### src/hw/switch_pkg.sv
// Switch package with port constants and the packed structs shared by all blocks
package switch_pkg;

  localparam int NUM_PORTS       = 4;
  localparam int PORT_BITS       = 2;
  localparam int BYTE_BITS       = 8;
  localparam int MAC_BITS        = 48;
  localparam int HDR_BYTES       = 12;
  localparam int FLOW_ENTRIES    = 8;
  localparam int IFG_CYCLES      = 12;
  localparam int RX_QUEUE_LOG2   = 8;
  localparam int XBAR_QUEUE_LOG2 = 6;

  // One stored byte, last marks the end of a frame
  typedef struct packed {
    logic                 last;
    logic [BYTE_BITS-1:0] data;
  } queue_word_t;

  typedef struct packed {
    logic [BYTE_BITS-1:0] rxd;
    logic                 rx_dv;
  } gmii_rx_t;

  typedef struct packed {
    logic [BYTE_BITS-1:0] txd;
    logic                 tx_en;
  } gmii_tx_t;

  typedef logic [NUM_PORTS-1:0] port_mask_t;

  typedef struct packed {
    logic                req;
    logic [MAC_BITS-1:0] dst_mac;
    logic [MAC_BITS-1:0] src_mac;
  } lookup_req_t;

  typedef struct packed {
    logic       ack;
    port_mask_t fwd_mask;
  } lookup_resp_t;

endpackage

### src/hw/forwarder.sv
// Per-ingress forwarder that collects the header, asks for a lookup and copies the frame out
`timescale 1ns/10ps

module forwarder
  import switch_pkg::*;
#(
  parameter int PORT_NUM = 0
) (
    input  logic         sys_clk
  , input  logic         rst_n
  , input  queue_word_t  rx_dout
  , input  logic         rx_empty
  , output logic         rx_rd_en
  , output lookup_req_t  lookup_req
  , input  lookup_resp_t lookup_resp
  , output queue_word_t  tx_din
  , output port_mask_t   tx_wr_en
  , input  port_mask_t   tx_full
);

  typedef enum logic [2:0] {
    ST_HEADER,
    ST_LOOKUP,
    ST_REPLAY,
    ST_BODY,
    ST_DISCARD
  } state_t;

  typedef logic [$clog2(HDR_BYTES)-1:0] hdr_cnt_t;

  state_t                         state;
  hdr_cnt_t                       hdr_cnt;
  logic [HDR_BYTES*BYTE_BITS-1:0] hdr;
  logic                           hdr_ends;
  port_mask_t                     fwd_mask;
  port_mask_t                     granted;
  logic                           hdr_done;
  logic                           stall;
  logic                           body_go;

  // Lookup already clears the ingress bit
  assign granted  = lookup_resp.fwd_mask;
  assign hdr_done = hdr_cnt == hdr_cnt_t'(HDR_BYTES - 1);
  // Any target queue full holds the whole copy
  assign stall    = |(fwd_mask & tx_full);
  assign body_go  = (state == ST_BODY) & ~rx_empty & ~stall;

  // First received byte sits at the top of the shift register
  assign lookup_req = '{
    req:     state == ST_LOOKUP,
    dst_mac: hdr[HDR_BYTES*BYTE_BITS-1 -: MAC_BITS],
    src_mac: hdr[MAC_BITS-1:0]
  };

  always_comb begin
    rx_rd_en = 1'b0;
    tx_wr_en = '0;
    tx_din   = rx_dout;
    case (state)
      ST_HEADER, ST_DISCARD: begin
        rx_rd_en = ~rx_empty;
      end
      ST_REPLAY: begin
        tx_din.last = hdr_ends & hdr_done;
        tx_din.data = hdr[HDR_BYTES*BYTE_BITS-1 -: BYTE_BITS];
        if (!stall) tx_wr_en = fwd_mask;
      end
      ST_BODY: begin
        rx_rd_en = body_go;
        if (body_go) tx_wr_en = fwd_mask;
      end
      default: begin
        rx_rd_en = 1'b0;
      end
    endcase
  end

  // ------------------------------
  // Frame state machine
  // ------------------------------
  always_ff @(posedge sys_clk or negedge rst_n) begin
    if (!rst_n) begin
      state   <= ST_HEADER;
      hdr_cnt <= '0;
    end else begin
      case (state)
        ST_HEADER: begin
          if (!rx_empty) begin
            if (hdr_done) begin
              hdr_cnt <= '0;
              state   <= ST_LOOKUP;
            end else if (rx_dout.last) begin
              // Runt is dropped before any lookup
              hdr_cnt <= '0;
            end else begin
              hdr_cnt <= hdr_cnt + 1'b1;
            end
          end
        end
        ST_LOOKUP: begin
          if (lookup_resp.ack) begin
            if (granted == '0) state <= hdr_ends ? ST_HEADER : ST_DISCARD;
            else state <= ST_REPLAY;
          end
        end
        ST_REPLAY: begin
          if (!stall) begin
            if (hdr_done) begin
              hdr_cnt <= '0;
              state   <= hdr_ends ? ST_HEADER : ST_BODY;
            end else begin
              hdr_cnt <= hdr_cnt + 1'b1;
            end
          end
        end
        ST_BODY: begin
          if (body_go && rx_dout.last) state <= ST_HEADER;
        end
        ST_DISCARD: begin
          if (!rx_empty && rx_dout.last) state <= ST_HEADER;
        end
        default: begin
          state <= ST_HEADER;
        end
      endcase
    end
  end

  // Header shifts in while collecting and shifts out while replaying
  always_ff @(posedge sys_clk) begin
    if (state == ST_HEADER && !rx_empty) begin
      hdr      <= {hdr[HDR_BYTES*BYTE_BITS-BYTE_BITS-1:0], rx_dout.data};
      hdr_ends <= rx_dout.last;
    end
    if (state == ST_REPLAY && !stall) hdr <= hdr << BYTE_BITS;
    if (state == ST_LOOKUP && lookup_resp.ack) fwd_mask <= granted;
  end

endmodule

### config.mk
export PLATFORM = sky130hd
export DESIGN_NAME = forwarder
export DESIGN_NICKNAME = d
export VERILOG_FILES = /design/src/hw/switch_pkg.sv /design/src/hw/forwarder.sv
export SDC_FILE = /design/constraint.sdc
export NUM_CORES = 1
export LEC_CHECK = 0
export ABC_CLOCK_PERIOD_IN_PS = 4380
export BUFFER_PORTS_ARGS = -buffer_cell sky130_fd_sc_hd__buf_2
export CAP_MARGIN = 20
export CORE_MARGIN = 3
export CORE_UTILIZATION = 51
export CTS_CLUSTER_SIZE = 24
export DETAILED_ROUTE_END_ITERATION = 12
export GPL_ROUTABILITY_DRIVEN = 1
export PLACE_DENSITY = 0.79
export RECOVER_POWER = 100
export SLEW_MARGIN = 25
export SYNTH_ARGS = -nofsm -noshare
export SYNTH_HDL_FRONTEND = slang
export SYNTH_SLANG_ARGS = --single-unit
### constraint.sdc
create_clock -name sys_clk -period 4.38 [get_ports sys_clk]
set_clock_uncertainty 0.2 [all_clocks]
set_input_delay 0.438 -clock sys_clk [delete_from_list [all_inputs] [get_ports sys_clk]]
set_output_delay 0.438 -clock sys_clk [all_outputs]
set_load 0.02 [all_outputs]
==> results of run 1 <==
[cell usage in the layout, fill, tap and decap left out, drive strengths merged]
| master | synthesis | layout |
|---|---|---|
| nor4 | 1 | 1 |
| o21ai | 8 | 8 |
| mux2 | 8 | 8 |
| edfxtp | 93 | 93 |
| clkinv | 0 | 3 |
| buf | 13 | 21 |
| a41oi | 1 | 1 |
| and3b | 1 | 1 |
| a211o | 1 | 1 |
| nor2b | 88 | 88 |
| and2 | 4 | 4 |
| nand2b | 5 | 5 |
| a221oi | 1 | 1 |
| nor3b | 2 | 2 |
| clkbuf | 0 | 122 |
| and3 | 1 | 1 |
| nand3 | 2 | 2 |
| a2111oi | 1 | 1 |
| a31oi | 1 | 1 |
| ha | 1 | 1 |
| a2bb2oi | 1 | 1 |
| a22oi | 3 | 3 |
| o22ai | 1 | 1 |
| clkinvlp | 0 | 1 |
| a21oi | 11 | 11 |
| dfxtp | 8 | 8 |
| dlygate4sd3 | 0 | 1 |
| inv | 6 | 8 |
| dfrtp | 7 | 7 |
| nor2 | 6 | 6 |
| nand2 | 25 | 25 |
| or3b | 1 | 1 |
[cell families (layout without fill, tap and decap cells)]
kind of cell	after synthesis	count (layout)
and+or+nand+nor	136	136
DFF	108	108
AOI/OAI and AO/OA	29	29
buffers and inverters	19	156
muxes	8	8
adders and majority gates	1	1
[final cells by class]
| cell class | instances | share of cell area, % |
|---|---|---|
| Tap cell | 105 | 2.58 |
| Clock inverter | 6 | 1.11 |
| Sequential cell | 108 | 61.4 |
| Timing Repair Buffer | 134 | 10.9 |
| Inverter | 6 | 0.467 |
| Multi-Input combinational cell | 174 | 21.1 |
| Clock buffer | 10 | 2.50 |
[worst min-delay path by stage]
| stage | from | end | slack [ns] |
|---|---|---|---|
| after floorplan | rst_n | hdr_cnt[0]$_DFFE_PN0P_ | -0.06 |
| after global placement | rst_n | hdr_cnt[2]$_DFFE_PN0P_ | 0.08 |
| after detailed placement | rst_n | hdr_cnt[2]$_DFFE_PN0P_ | 0.09 |
| after CTS | lookup_resp[2] | fwd_mask[2]$_DFFE_PP_ | 0.06 |
| after global routing | lookup_resp[2] | fwd_mask[2]$_DFFE_PP_ | 0.05 |
| final | lookup_resp[2] | fwd_mask[2]$_DFFE_PP_ | 0.08 |
[metal layers]
metal | wire length, µm | GRT usage, %
met5 | 0 | 0
met4 | 89 | 5.67
met1 | 3810 | 25.8
met2 | 4100 | 27.8
met3 | 862 | 5.50
[per-stage QoR]
step | hold slack, ns | utilization [%] | total power, W | area (µm²) | std cells
floorplan | -0.0576 | - | 0.00227 | 4340 | 301
global placement | 0.0814 | 61.4 | 0.00256 | 5070 | 526
detailed placement | 0.0877 | 61.4 | 0.00258 | 5070 | 526
CTS | 0.0561 | 63.7 | 0.00314 | 5260 | 543
global route | 0.0547 | 61.7 | 0.00321 | 5090 | 543
finish | 0.0766 | 61.7 | 0.00305 | 5090 | 543
[worst max-delay path, cell delays in order (launching register included)]
cell,delay (ns)
sky130_fd_sc_hd__dfrtp_1,0.48
sky130_fd_sc_hd__nor3b_1,1.38
sky130_fd_sc_hd__mux2_2,0.45
sky130_fd_sc_hd__clkbuf_1,0.17
[state kept, by name, summed over array words and instances (netlist names)]
name	count
hdr	96
state	3
fwd_mask	4
hdr_ends	1
hdr_cnt	4
[power breakdown]
part	switching (W)	internal, W	leakage (nW)
combinational	0.000668	0.000274	0.606
clock	0.000339	0.000219	0.0909
sequential	0.000128	0.00142	1.06
[what timing repair did]
action	4_1_cts	5_1_grt
buffers inserted	0	0
endpoints found under the hold margin	7	0
hold buffers	1	0
==> metrics.cfg, run 1 <==
[floorplan]
rows=33
core_mm2=0.00826
initial_core_util_pct=52.6
floorplan.die.height_um=98.3
io_pins=132
dieArea_mm2=0.00965
chipWidth_um=98.3

[global_route]
grt_util_all_layers_pct=18.3
number_of_global_route_vias_before_repair=2604
number_of_antenna_violations_at_the_first_check_in_global_routing=0
first_pass_grt_wire_length_mm=13.7
largest_net_degree_at_the_start_of_global_routing=95
grt.overflow.total=0

[sta]
worst_pin_slew_ns=1.73
grt_setup_unrepaired=false
highest_achievable_clock_rate_ghz=0.289
setup_violations=0
final_min_period_over_clock_period_pct=79.1
final_hold_violations=0
timing.final.ws_setup_ns=0.916
slew-limit-headroom_pct=-15.7
final-max-slew-violation-count=11
finalCriticalPeriod_ns=3.46
setup_total_negative_slack_ns=0

[setup_path]
path_max_fanout=10
reg2regPathDepth=4
worst_ep_required_time_ns=3.74
critical_path.startpoint=state[2]$_DFFE_PN0P_
worst_setup_path_start_kind=flop
rr_startpoint=state[2]$_DFFE_PN0P_
critical_path.endpoint_type=output pin
worst_setup_path_endpoint=tx_din[4]
critical_path_class=reg -> out
r2r-end=hdr[46]$_DFFE_PP_
cp_data_arrival_time_ns=2.83
r2r_setup_slack_ns=0.96

[logic_synthesis]
synth_compound_area_share_pct=4.79
yosys.area_share.xor_xnor_pct=0
synth-seq-cells=108
synth_nets=323
share_of_synthesized_area_spent_on_multiplexers_pct=2.08
synthDistinctLibCells=35
synth-adder-area-share_pct=0.288
syn-instance-count=301
ys_seq_area_share_pct=72.1
synth_edf_count=93
async_reset_ff_share_pct=6.48
dominant_combinational_cell_family_by_area_after_synthesis=simple AND/OR/NAND/NOR gates
synth_simple_gate_area_share_pct=18.2
syn_avg_cell_area_um2=14.4
synth_top_cells_by_count=sky130_fd_sc_hd__edfxtp_1, sky130_fd_sc_hd__nor2b_1, sky130_fd_sc_hd__nand2_1
netlist.top_cell.by_area=sky130_fd_sc_hd__edfxtp_1
yosysWarnings=0
syn_area_mm2=0.00434
post-synth-top-area-fraction_pct=64.3
synth.area.top_cells=sky130_fd_sc_hd__edfxtp_1, sky130_fd_sc_hd__nor2b_1, sky130_fd_sc_hd__dfrtp_1
yosysMostFrequentCell=sky130_fd_sc_hd__edfxtp_1
ys_flop_type=sky130_fd_sc_hd__edfxtp_1

[clock_tree]
cts-root-to-sink-buffers=2
register_clock_pin_slew_on_the_reported_worst_setup_and_hold_paths_ns=0.09
cts.sinks=108
cts_root_buf=sky130_fd_sc_hd__clkbuf_8
tritoncts=done
numCtsBuffers=9
worst_skew_pair.late_latency_ns=0.35
cts_repair_resize_count=0
clock_tree.htree_level_count=3

[routing]
detailedRoute.firstPassIterationCount=4
drc=0
route.final.wire_length_mm=8.86
num_vias=2801
initialDrtViolationCount=187
drtAntennaViolNets=0
routed_via_density=5.16
wl_per_cell_um=16.3

[flow_run]
max_capacitance_violation_total=1

[final_layout]
nFillCells=714
sequential_cell_area_mm2=0.00313
syn2layout_area_growth_pct=17.4
fraction_of_layout_instances_using_a_drive_strength_above_1_pct=11.0
multiInputGateArea_mm2=0.00107
number_of_nets_in_the_final_layout=455
antenna-diode-count=0

[place]
pre_cts_slack_ns=1.55
globalplace.congestion=0.876
placed_wire_length_estimate_mm=6.28
port_buffers=131

[min_path]
hold-path-cell-count=1
worstHoldPathType=in -> reg

[power]
static-leakage-power_nw=1.75
peak_vdd_ir_mv=0.321
pwr_density_cell_mw_per_mm2=598

[outcome]
failed_checks=capacitance limit, slew limit
outcome=finished, violations left

No activity file was read; power rests on OpenSTA's default activity.
==> run 2: changes to the inputs <==
- ABC_AREA: unset -> 1
- ABC_CLOCK_PERIOD_IN_PS: 4380 -> 3300
- CORE_UTILIZATION: 51 -> 53
- PLACE_DENSITY: 0.79 -> 0.8
- clock period: 4.38 -> 3.3 ns (I/O delays scaled with it)
==> run 2 against run 1 <==
The run now ends clean. Power rose by 66%. Clock power rose by 35%. Global-route usage rose by 0.76 points. Final cell count rose by 14%. Final area rose by 7.3%. First-iteration DRC count rose by 2.1%. Non-clock buffer count rose by 8. Area after synthesis rose by 16%. Largest power group unchanged.
==> metrics.cfg, run 2 <==
[sta]
timing.final.ws_setup_ns=0.608  ; -0.308 ns
setup_violations=0  ; unchanged
finalCriticalPeriod_ns=2.69
grt_setup_unrepaired=false
final_hold_violations=0  ; unchanged
final_min_period_over_clock_period_pct=81.6
highest_achievable_clock_rate_ghz=0.371
worst_pin_slew_ns=0.879  ; -0.853 ns
slew-limit-headroom_pct=41.4  ; +57 points
setup_total_negative_slack_ns=0  ; unchanged
final-max-slew-violation-count=0  ; -11

[logic_synthesis]
ys_seq_area_share_pct=62.4  ; -9.7 points
syn_area_mm2=0.00502  ; +16%
netlist.top_cell.by_area=sky130_fd_sc_hd__edfxtp_1
synth_nets=382  ; +18%
ys_flop_type=sky130_fd_sc_hd__edfxtp_1
synth_edf_count=93  ; unchanged
syn_avg_cell_area_um2=13.9  ; -3.4%
synth-seq-cells=108  ; unchanged
post-synth-top-area-fraction_pct=55.7  ; -8.7 points
syn-instance-count=360  ; +20%
yosysWarnings=0  ; unchanged
yosysMostFrequentCell=sky130_fd_sc_hd__edfxtp_1
synthDistinctLibCells=27  ; -23%
async_reset_ff_share_pct=6.48  ; unchanged
synth_top_cells_by_count=sky130_fd_sc_hd__edfxtp_1, sky130_fd_sc_hd__a21boi_2, sky130_fd_sc_hd__nand2_1
synth.area.top_cells=sky130_fd_sc_hd__edfxtp_1, sky130_fd_sc_hd__a21boi_2, sky130_fd_sc_hd__nand2_1

[final_layout]
syn2layout_area_growth_pct=9.03
nFillCells=815  ; +14%
number_of_nets_in_the_final_layout=511  ; +12%
most_common_cell_after_layout_fill_and_taps_aside=sky130_fd_sc_hd__clkbuf_1
largest_regs=hdr (96), fwd_mask (4), hdr_cnt (4)
antenna-diode-count=0  ; unchanged
final_cell_mix=sky130_fd_sc_hd__clkbuf_1, sky130_fd_sc_hd__edfxtp_1, sky130_fd_sc_hd__a21boi_0
fraction_of_layout_instances_using_a_drive_strength_above_1_pct=11.9  ; +0.98 points
largest_register=hdr
largest_register_ffs=96  ; unchanged

[routing]
route.final.wire_length_mm=10.4  ; +18%
num_vias=3211  ; +15%
initialDrtViolationCount=191  ; +2.1%
routed_via_density=5.18  ; +0.40%
drtAntennaViolNets=0  ; unchanged
drc=0  ; unchanged
detailedRoute.firstPassIterationCount=5  ; +1
wl_per_cell_um=16.8  ; +3.1%

[clock_tree]
cts-root-to-sink-buffers=2  ; unchanged
clock_tree.htree_level_count=3  ; unchanged
cts_root_buf=sky130_fd_sc_hd__clkbuf_8
cts.sinks=108  ; unchanged
register_clock_pin_slew_on_the_reported_worst_setup_and_hold_paths_ns=0.11  ; +0.02 ns
numCtsBuffers=9  ; unchanged
worst_skew_pair.late_latency_ns=0.37  ; +0.02 ns
cts_repair_resize_count=0  ; unchanged
tritoncts=done

[setup_path]
critical_path.endpoint_type=flop
cp_data_arrival_time_ns=2.54  ; -0.29 ns
path_max_fanout=46  ; +36
timing.critical_path.slowest_cell_delay_ns=0.51  ; -0.87 ns
worst_setup_path_start_kind=flop
critical_path_class=reg -> reg
path_cells=nor2_1 > nand2_1 > inv_4 > nand2_8 > nand2_4 > buf_4
r2r_setup_slack_ns=0.61  ; -0.35 ns
reg2regPathDepth=6  ; +2
worst_ep_required_time_ns=3.15  ; -0.59 ns
crit_slowest_cell=sky130_fd_sc_hd__dfrtp_1
rr_startpoint=state[2]$_DFFE_PN0P_
r2r-end=hdr[87]$_DFFE_PP_

[flow_run]
max_capacitance_violation_total=0  ; -1

[min_path]
hold-path-cell-count=3  ; +2
hold_path_startpoint=rx_dout[7]
worstHoldPathType=in -> reg
min_to=hdr[7]$_SDFFE_PP0N_

[floorplan]
io_pins=132  ; unchanged
chipWidth_um=103  ; +5.1%
floorplan.die.height_um=103  ; +5.1%
dieArea_mm2=0.0107  ; +11%
initial_core_util_pct=55.9  ; +3.3 points
core_mm2=0.00898  ; +8.7%
rows=34  ; +3.0%

[power]
peak_vdd_ir_mv=0.488  ; +52%
static-leakage-power_nw=1.99  ; +13%
pwr_density_cell_mw_per_mm2=922  ; +54%

[global_route]
grt_util_all_layers_pct=19.1  ; +0.76 points
largest_net_degree_at_the_start_of_global_routing=95  ; unchanged
number_of_antenna_violations_at_the_first_check_in_global_routing=0  ; unchanged
first_pass_grt_wire_length_mm=15.3  ; +12%
number_of_global_route_vias_before_repair=3016  ; +16%
grt.overflow.total=0  ; unchanged

[place]
pre_cts_slack_ns=0.633  ; -0.913 ns
globalplace.congestion=0.883  ; +0.82%
placed_wire_length_estimate_mm=7.22  ; +15%
port_buffers=131  ; unchanged

[outcome]
outcome=finished clean

-- run 2: report_power, final --
part / internal (W) / switching (W) / total [W]
clock network: 0.000290 / 0.000465 / 0.000754
logic: 0.000511 / 0.00138 / 0.00189
registers: 0.00212 / 0.000284 / 0.00240
total: 0.00292 / 0.00212 / 0.00504
-- run 2: worst max-delay path by stage --
stage | startpoint | end | slack (ns) | depth (start not counted)
finish | state[2]$_DFFE_PN0P_ | hdr[87]$_DFFE_PP_ | 0.61 | 6
floorplan | state[2]$_DFFE_PN0P_ | hdr[10]$_DFFE_PP_ | 0.56 | 7
CTS | state[2]$_DFFE_PN0P_ | hdr[94]$_DFFE_PP_ | 0.60 | 6
global route | state[2]$_DFFE_PN0P_ | hdr[94]$_DFFE_PP_ | 0.36 | 6
detailed placement | state[2]$_DFFE_PN0P_ | hdr[69]$_DFFE_PP_ | 0.63 | 6
global placement | state[2]$_DFFE_PN0P_ | hdr[69]$_DFFE_PP_ | 0.71 | 6
-- run 2: stage by stage --
stage | util [%] | cell area [µm²] | total power [W] | cells | hold WS [ns]
4_1_cts | 66.0 | 5930 | 0.00546 | 620 | 0.0239
3_3_place_gp | 63.3 | 5680 | 0.00465 | 598 | -0.0254
5_1_grt | 60.9 | 5470 | 0.00534 | 620 | 0.0339
3_5_place_dp | 63.3 | 5680 | 0.00470 | 598 | -0.0235
2_1_floorplan | - | 5020 | 0.00405 | 360 | -0.166
6_report | 60.9 | 5470 | 0.00504 | 620 | 0.0411
-- run 2: area by class of cell --
| class | instances | area, µm² | area share, % |
|---|---|---|---|
| clock buffer | 10 | 128 | 2.33 |
| clock inverter | 6 | 58.8 | 1.08 |
| tap | 126 | 158 | 2.88 |
| inverter | 27 | 106 | 1.94 |
| timing repair buffer | 142 | 621 | 11.3 |
| multi-input combinational | 201 | 1270 | 23.2 |
| sequential | 108 | 3130 | 57.2 |
-- run 2: cells by family (layout without fill, tap and decap cells) --
| family | Yosys count | after routing | synth area share (%) |
|---|---|---|---|
| buffers and inverters | 51 | 185 | 6.68 |
| xor gates and xnor gates | 2 | 2 | 0.349 |
| DFF | 108 | 108 | 62.4 |
| and+or+nand+nor | 90 | 90 | 8.11 |
| AOI/OAI and AO/OA | 108 | 108 | 22.3 |
| adders and majority gates | 1 | 1 | 0.249 |
-- run 2: worst max-delay path: cells and delay by family (launching register included) --
family	cells	cell delay, ns
flip-flops	1	0.51
AND/OR/NAND/NOR	4	1.08
buffers and inverters	2	0.57
-- run 2: repair_timing --
item / 4_1_cts / 5_1_grt
buffers inserted: 0 / 0
hold endpoints to repair: 12 / 0
hold buffers: 6 / 0
-- run 2: layer usage --
metal	up-vias	GRT usage, %	wire [µm]
met5	-	0	0
met4	0	6.57	132
met3	12	4.56	592
met2	96	29.7	4880
met1	1565	26.4	4820
li1	1538	-	-
==> run 3: changes to the inputs <==
- ABC_CLOCK_PERIOD_IN_PS: 3300 -> 2750
- clock period: 3.3 -> 2.75 ns (I/O delays scaled with it)
==> run 3 against run 2 <==
Hold slack improved by 0.052 ns. Register-to-register slack lost 0.26 ns. Die area is the same. Sequential share of layout area is 0.23 points lower. Final cell count increased by 0.32%. Utilization is 0.25 points higher. Critical path depth is the same.
==> metrics.cfg, run 3 (synthesis gave the netlist of run 2 again) <==
[clock_tree]
worst_skew_pair.late_latency_ns=0.35  ; -0.02 ns
cts.sinks=108  ; unchanged
register_clock_pin_slew_on_the_reported_worst_setup_and_hold_paths_ns=0.10  ; about the same
numCtsBuffers=9  ; unchanged
tritoncts=done
clock_tree.htree_level_count=3  ; unchanged
postCtsSetupRepairBufs=0  ; unchanged
cts-root-to-sink-buffers=2  ; unchanged
cts_root_buf=sky130_fd_sc_hd__clkbuf_8

[setup_path]
r2r-end=hdr[51]$_DFFE_PP_
worst_ep_required_time_ns=2.62  ; -0.53 ns
cp_data_arrival_time_ns=2.28  ; -0.26 ns
timing.critical_path.slowest_cell_delay_ns=0.52  ; about the same
critPathBufInv=2  ; unchanged
critical-path-top-cell-by-count=sky130_fd_sc_hd__nand2_2
path_cells=nor2_2 > nand2_2 > inv_4 > nand2_8 > nand2_2 > buf_4
critical_path_class=reg -> reg
path_max_fanout=25  ; -46%
rr_startpoint=state[2]$_DFFE_PN0P_
critical-path-top-delay-family=simple AND/OR/NAND/NOR gates
critical_path.endpoint_type=flop
reg2regPathDepth=6  ; unchanged
r2r_setup_slack_ns=0.34  ; -0.26 ns
worst_setup_path_start_kind=flop
crit_slowest_cell=sky130_fd_sc_hd__dfrtp_1

[power]
peak_vdd_ir_mv=0.551  ; +13%
power.net_switching_w=0.00253  ; +19%
switching_share_pct=41.8  ; -0.36 points
share_clk_of_total_power_pct=14.3  ; -0.6 points
static-leakage-power_nw=1.99  ; +0.17%
p_total_w=0.00605  ; +20%
combinationalPowerShare_pct=37.9  ; +0.5 points
seq_power_share_pct=47.7  ; about the same
cell_internal_pwr_w=0.00352  ; +21%
pwr_density_cell_mw_per_mm2=1100  ; +20%

[routing]
drtAntennaViolNets=0  ; unchanged
num_vias=3238  ; +0.84%
routed_via_density=5.21  ; +0.52%
initialDrtViolationCount=166  ; -13%
drc=0  ; unchanged
detailedRoute.firstPassIterationCount=4  ; -1
route.final.wire_length_mm=10.4  ; -0.12%
wl_per_cell_um=16.7  ; -0.44%

[place]
placed_wire_length_estimate_mm=7.24  ; +0.25%
port_buffers=131  ; unchanged
globalplace.congestion=0.910  ; +3.1%

[global_route]
first_pass_grt_wire_length_mm=15.7  ; +2.6%
number_of_global_route_vias_before_repair=3085  ; +2.3%
grt.overflow.total=0  ; unchanged
number_of_antenna_violations_at_the_first_check_in_global_routing=0  ; unchanged
largest_net_degree_at_the_start_of_global_routing=101  ; +6.3%
grt_util_all_layers_pct=19.6  ; +0.47 points

[final_layout]
largest_register_ffs=96  ; unchanged
most_common_cell_after_layout_fill_and_taps_aside=sky130_fd_sc_hd__clkbuf_1
syn2layout_area_growth_pct=9.48
postLayoutCoreUtil_pct=61.2  ; +0.25 points
nFillCells=838  ; +2.8%
final_cell_mix=sky130_fd_sc_hd__clkbuf_1, sky130_fd_sc_hd__edfxtp_1, sky130_fd_sc_hd__a21boi_0
multiInputGateArea_mm2=0.00125  ; -1.7%
number_of_nets_in_the_final_layout=513  ; +0.39%
largest_register=hdr
antenna-diode-count=0  ; unchanged
sequential_cell_area_mm2=0.00313  ; unchanged
largest_regs=hdr (96), fwd_mask (4), hdr_cnt (4)
fraction_of_layout_instances_using_a_drive_strength_above_1_pct=11.9  ; -0.048 points

[floorplan]
chipWidth_um=103  ; unchanged
core_mm2=0.00898  ; unchanged
rows=34  ; unchanged
dieArea_mm2=0.0107  ; unchanged
initial_core_util_pct=55.9  ; unchanged
floorplan.die.height_um=103  ; unchanged
io_pins=132  ; unchanged

[outcome]
outcome=finished clean

[sta]
final_hold_violations=0  ; unchanged
grt_setup_unrepaired=false
slew-limit-headroom_pct=56.3  ; +15 points
highest_achievable_clock_rate_ghz=0.416  ; +12%
worst_pin_slew_ns=0.654  ; -0.225 ns
final_min_period_over_clock_period_pct=87.5  ; +5.9 points
final-max-slew-violation-count=0  ; unchanged
setup_violations=0  ; unchanged
finalCriticalPeriod_ns=2.41  ; -0.287 ns
setup_total_negative_slack_ns=0  ; unchanged

[min_path]
hold-path-cell-count=5  ; +2
hold_path_startpoint=rx_dout[3]
worstHoldPathType=in -> reg
min_to=hdr[3]$_SDFFE_PP0N_

[flow_run]
max_capacitance_violation_total=0  ; unchanged

run 3: cell count changes in the layout (fill, tap and decap cells not counted), moves of 2 or more:
cell	previous run	this run
sky130_fd_sc_hd__clkbuf_1	117	115
sky130_fd_sc_hd__o211ai_2	5	0
sky130_fd_sc_hd__buf_12	1	4
sky130_fd_sc_hd__nand2_2	1	3
sky130_fd_sc_hd__o211ai_1	3	8
run 3: repair_timing:
item,CTS,global route
hold buffers,7,0
resized for setup,0,0
hold endpoints to repair,13,0
run 3: power groups by stage:
stage / Clock, W / Combinational (W) / Sequential (W)
after CTS: 0.000885 / 0.00278 / 0.00289
after global routing: 0.000951 / 0.00250 / 0.00296
after floorplan: 0 / 0.00140 / 0.00346
final: 0.000868 / 0.00230 / 0.00289
after global placement: 0 / 0.00272 / 0.00290
after detailed placement: 0 / 0.00278 / 0.00291
run 3: metrics by stage:
step           instances  area [µm²]  setup WS [ns]  hold slack (ns)
3_3_place_gp         599        5710          0.616          -0.0787
4_1_cts              622        5960          0.443           0.0628
5_1_grt              622        5490          0.199           0.0926
2_1_floorplan        360        5020         0.0104           -0.221
3_5_place_dp         599        5710          0.586          -0.0721
6_report             622        5490          0.345           0.0932
run 3: layout make-up:
class / instances / share of cell area (%)
sequential: 108 / 57.0
multi-input combinational: 201 / 22.7
timing repair buffer: 144 / 12.3
tap: 126 / 2.87
clock buffer: 9 / 2.26
inverter: 27 / 1.94
clock inverter: 7 / 0.911
run 3: worst max path at each step:
stage	startpoint	end	slack (ns)	depth (start not counted)
after CTS	state[2]$_DFFE_PN0P_	tx_wr_en[3]	0.44	6
final	state[2]$_DFFE_PN0P_	hdr[51]$_DFFE_PP_	0.34	6
after floorplan	state[2]$_DFFE_PN0P_	hdr[10]$_DFFE_PP_	0.01	7
after global placement	state[2]$_DFFE_PN0P_	hdr[50]$_DFFE_PP_	0.62	6
after global routing	state[2]$_DFFE_PN0P_	hdr[67]$_DFFE_PP_	0.20	6
after detailed placement	state[2]$_DFFE_PN0P_	hdr[52]$_DFFE_PP_	0.59	6
run 3: tightest hold or removal path, stage by stage:
cell,delay [ns]
sky130_fd_sc_hd__buf_2,0.08
sky130_fd_sc_hd__inv_1,0.06
sky130_fd_sc_hd__nand2_1,0.07
sky130_fd_sc_hd__o211ai_1,0.09
sky130_fd_sc_hd__inv_2,0.05
run 3: metal layers:
| metal | share of wire, % | global-route usage (%) |
|---|---|---|
| met4 | 2.2 | 7.47 |
| met1 | 43 | 25.3 |
| met5 | 0 | 0 |
| met2 | 48 | 31.8 |
| met3 | 7.1 | 5.10 |
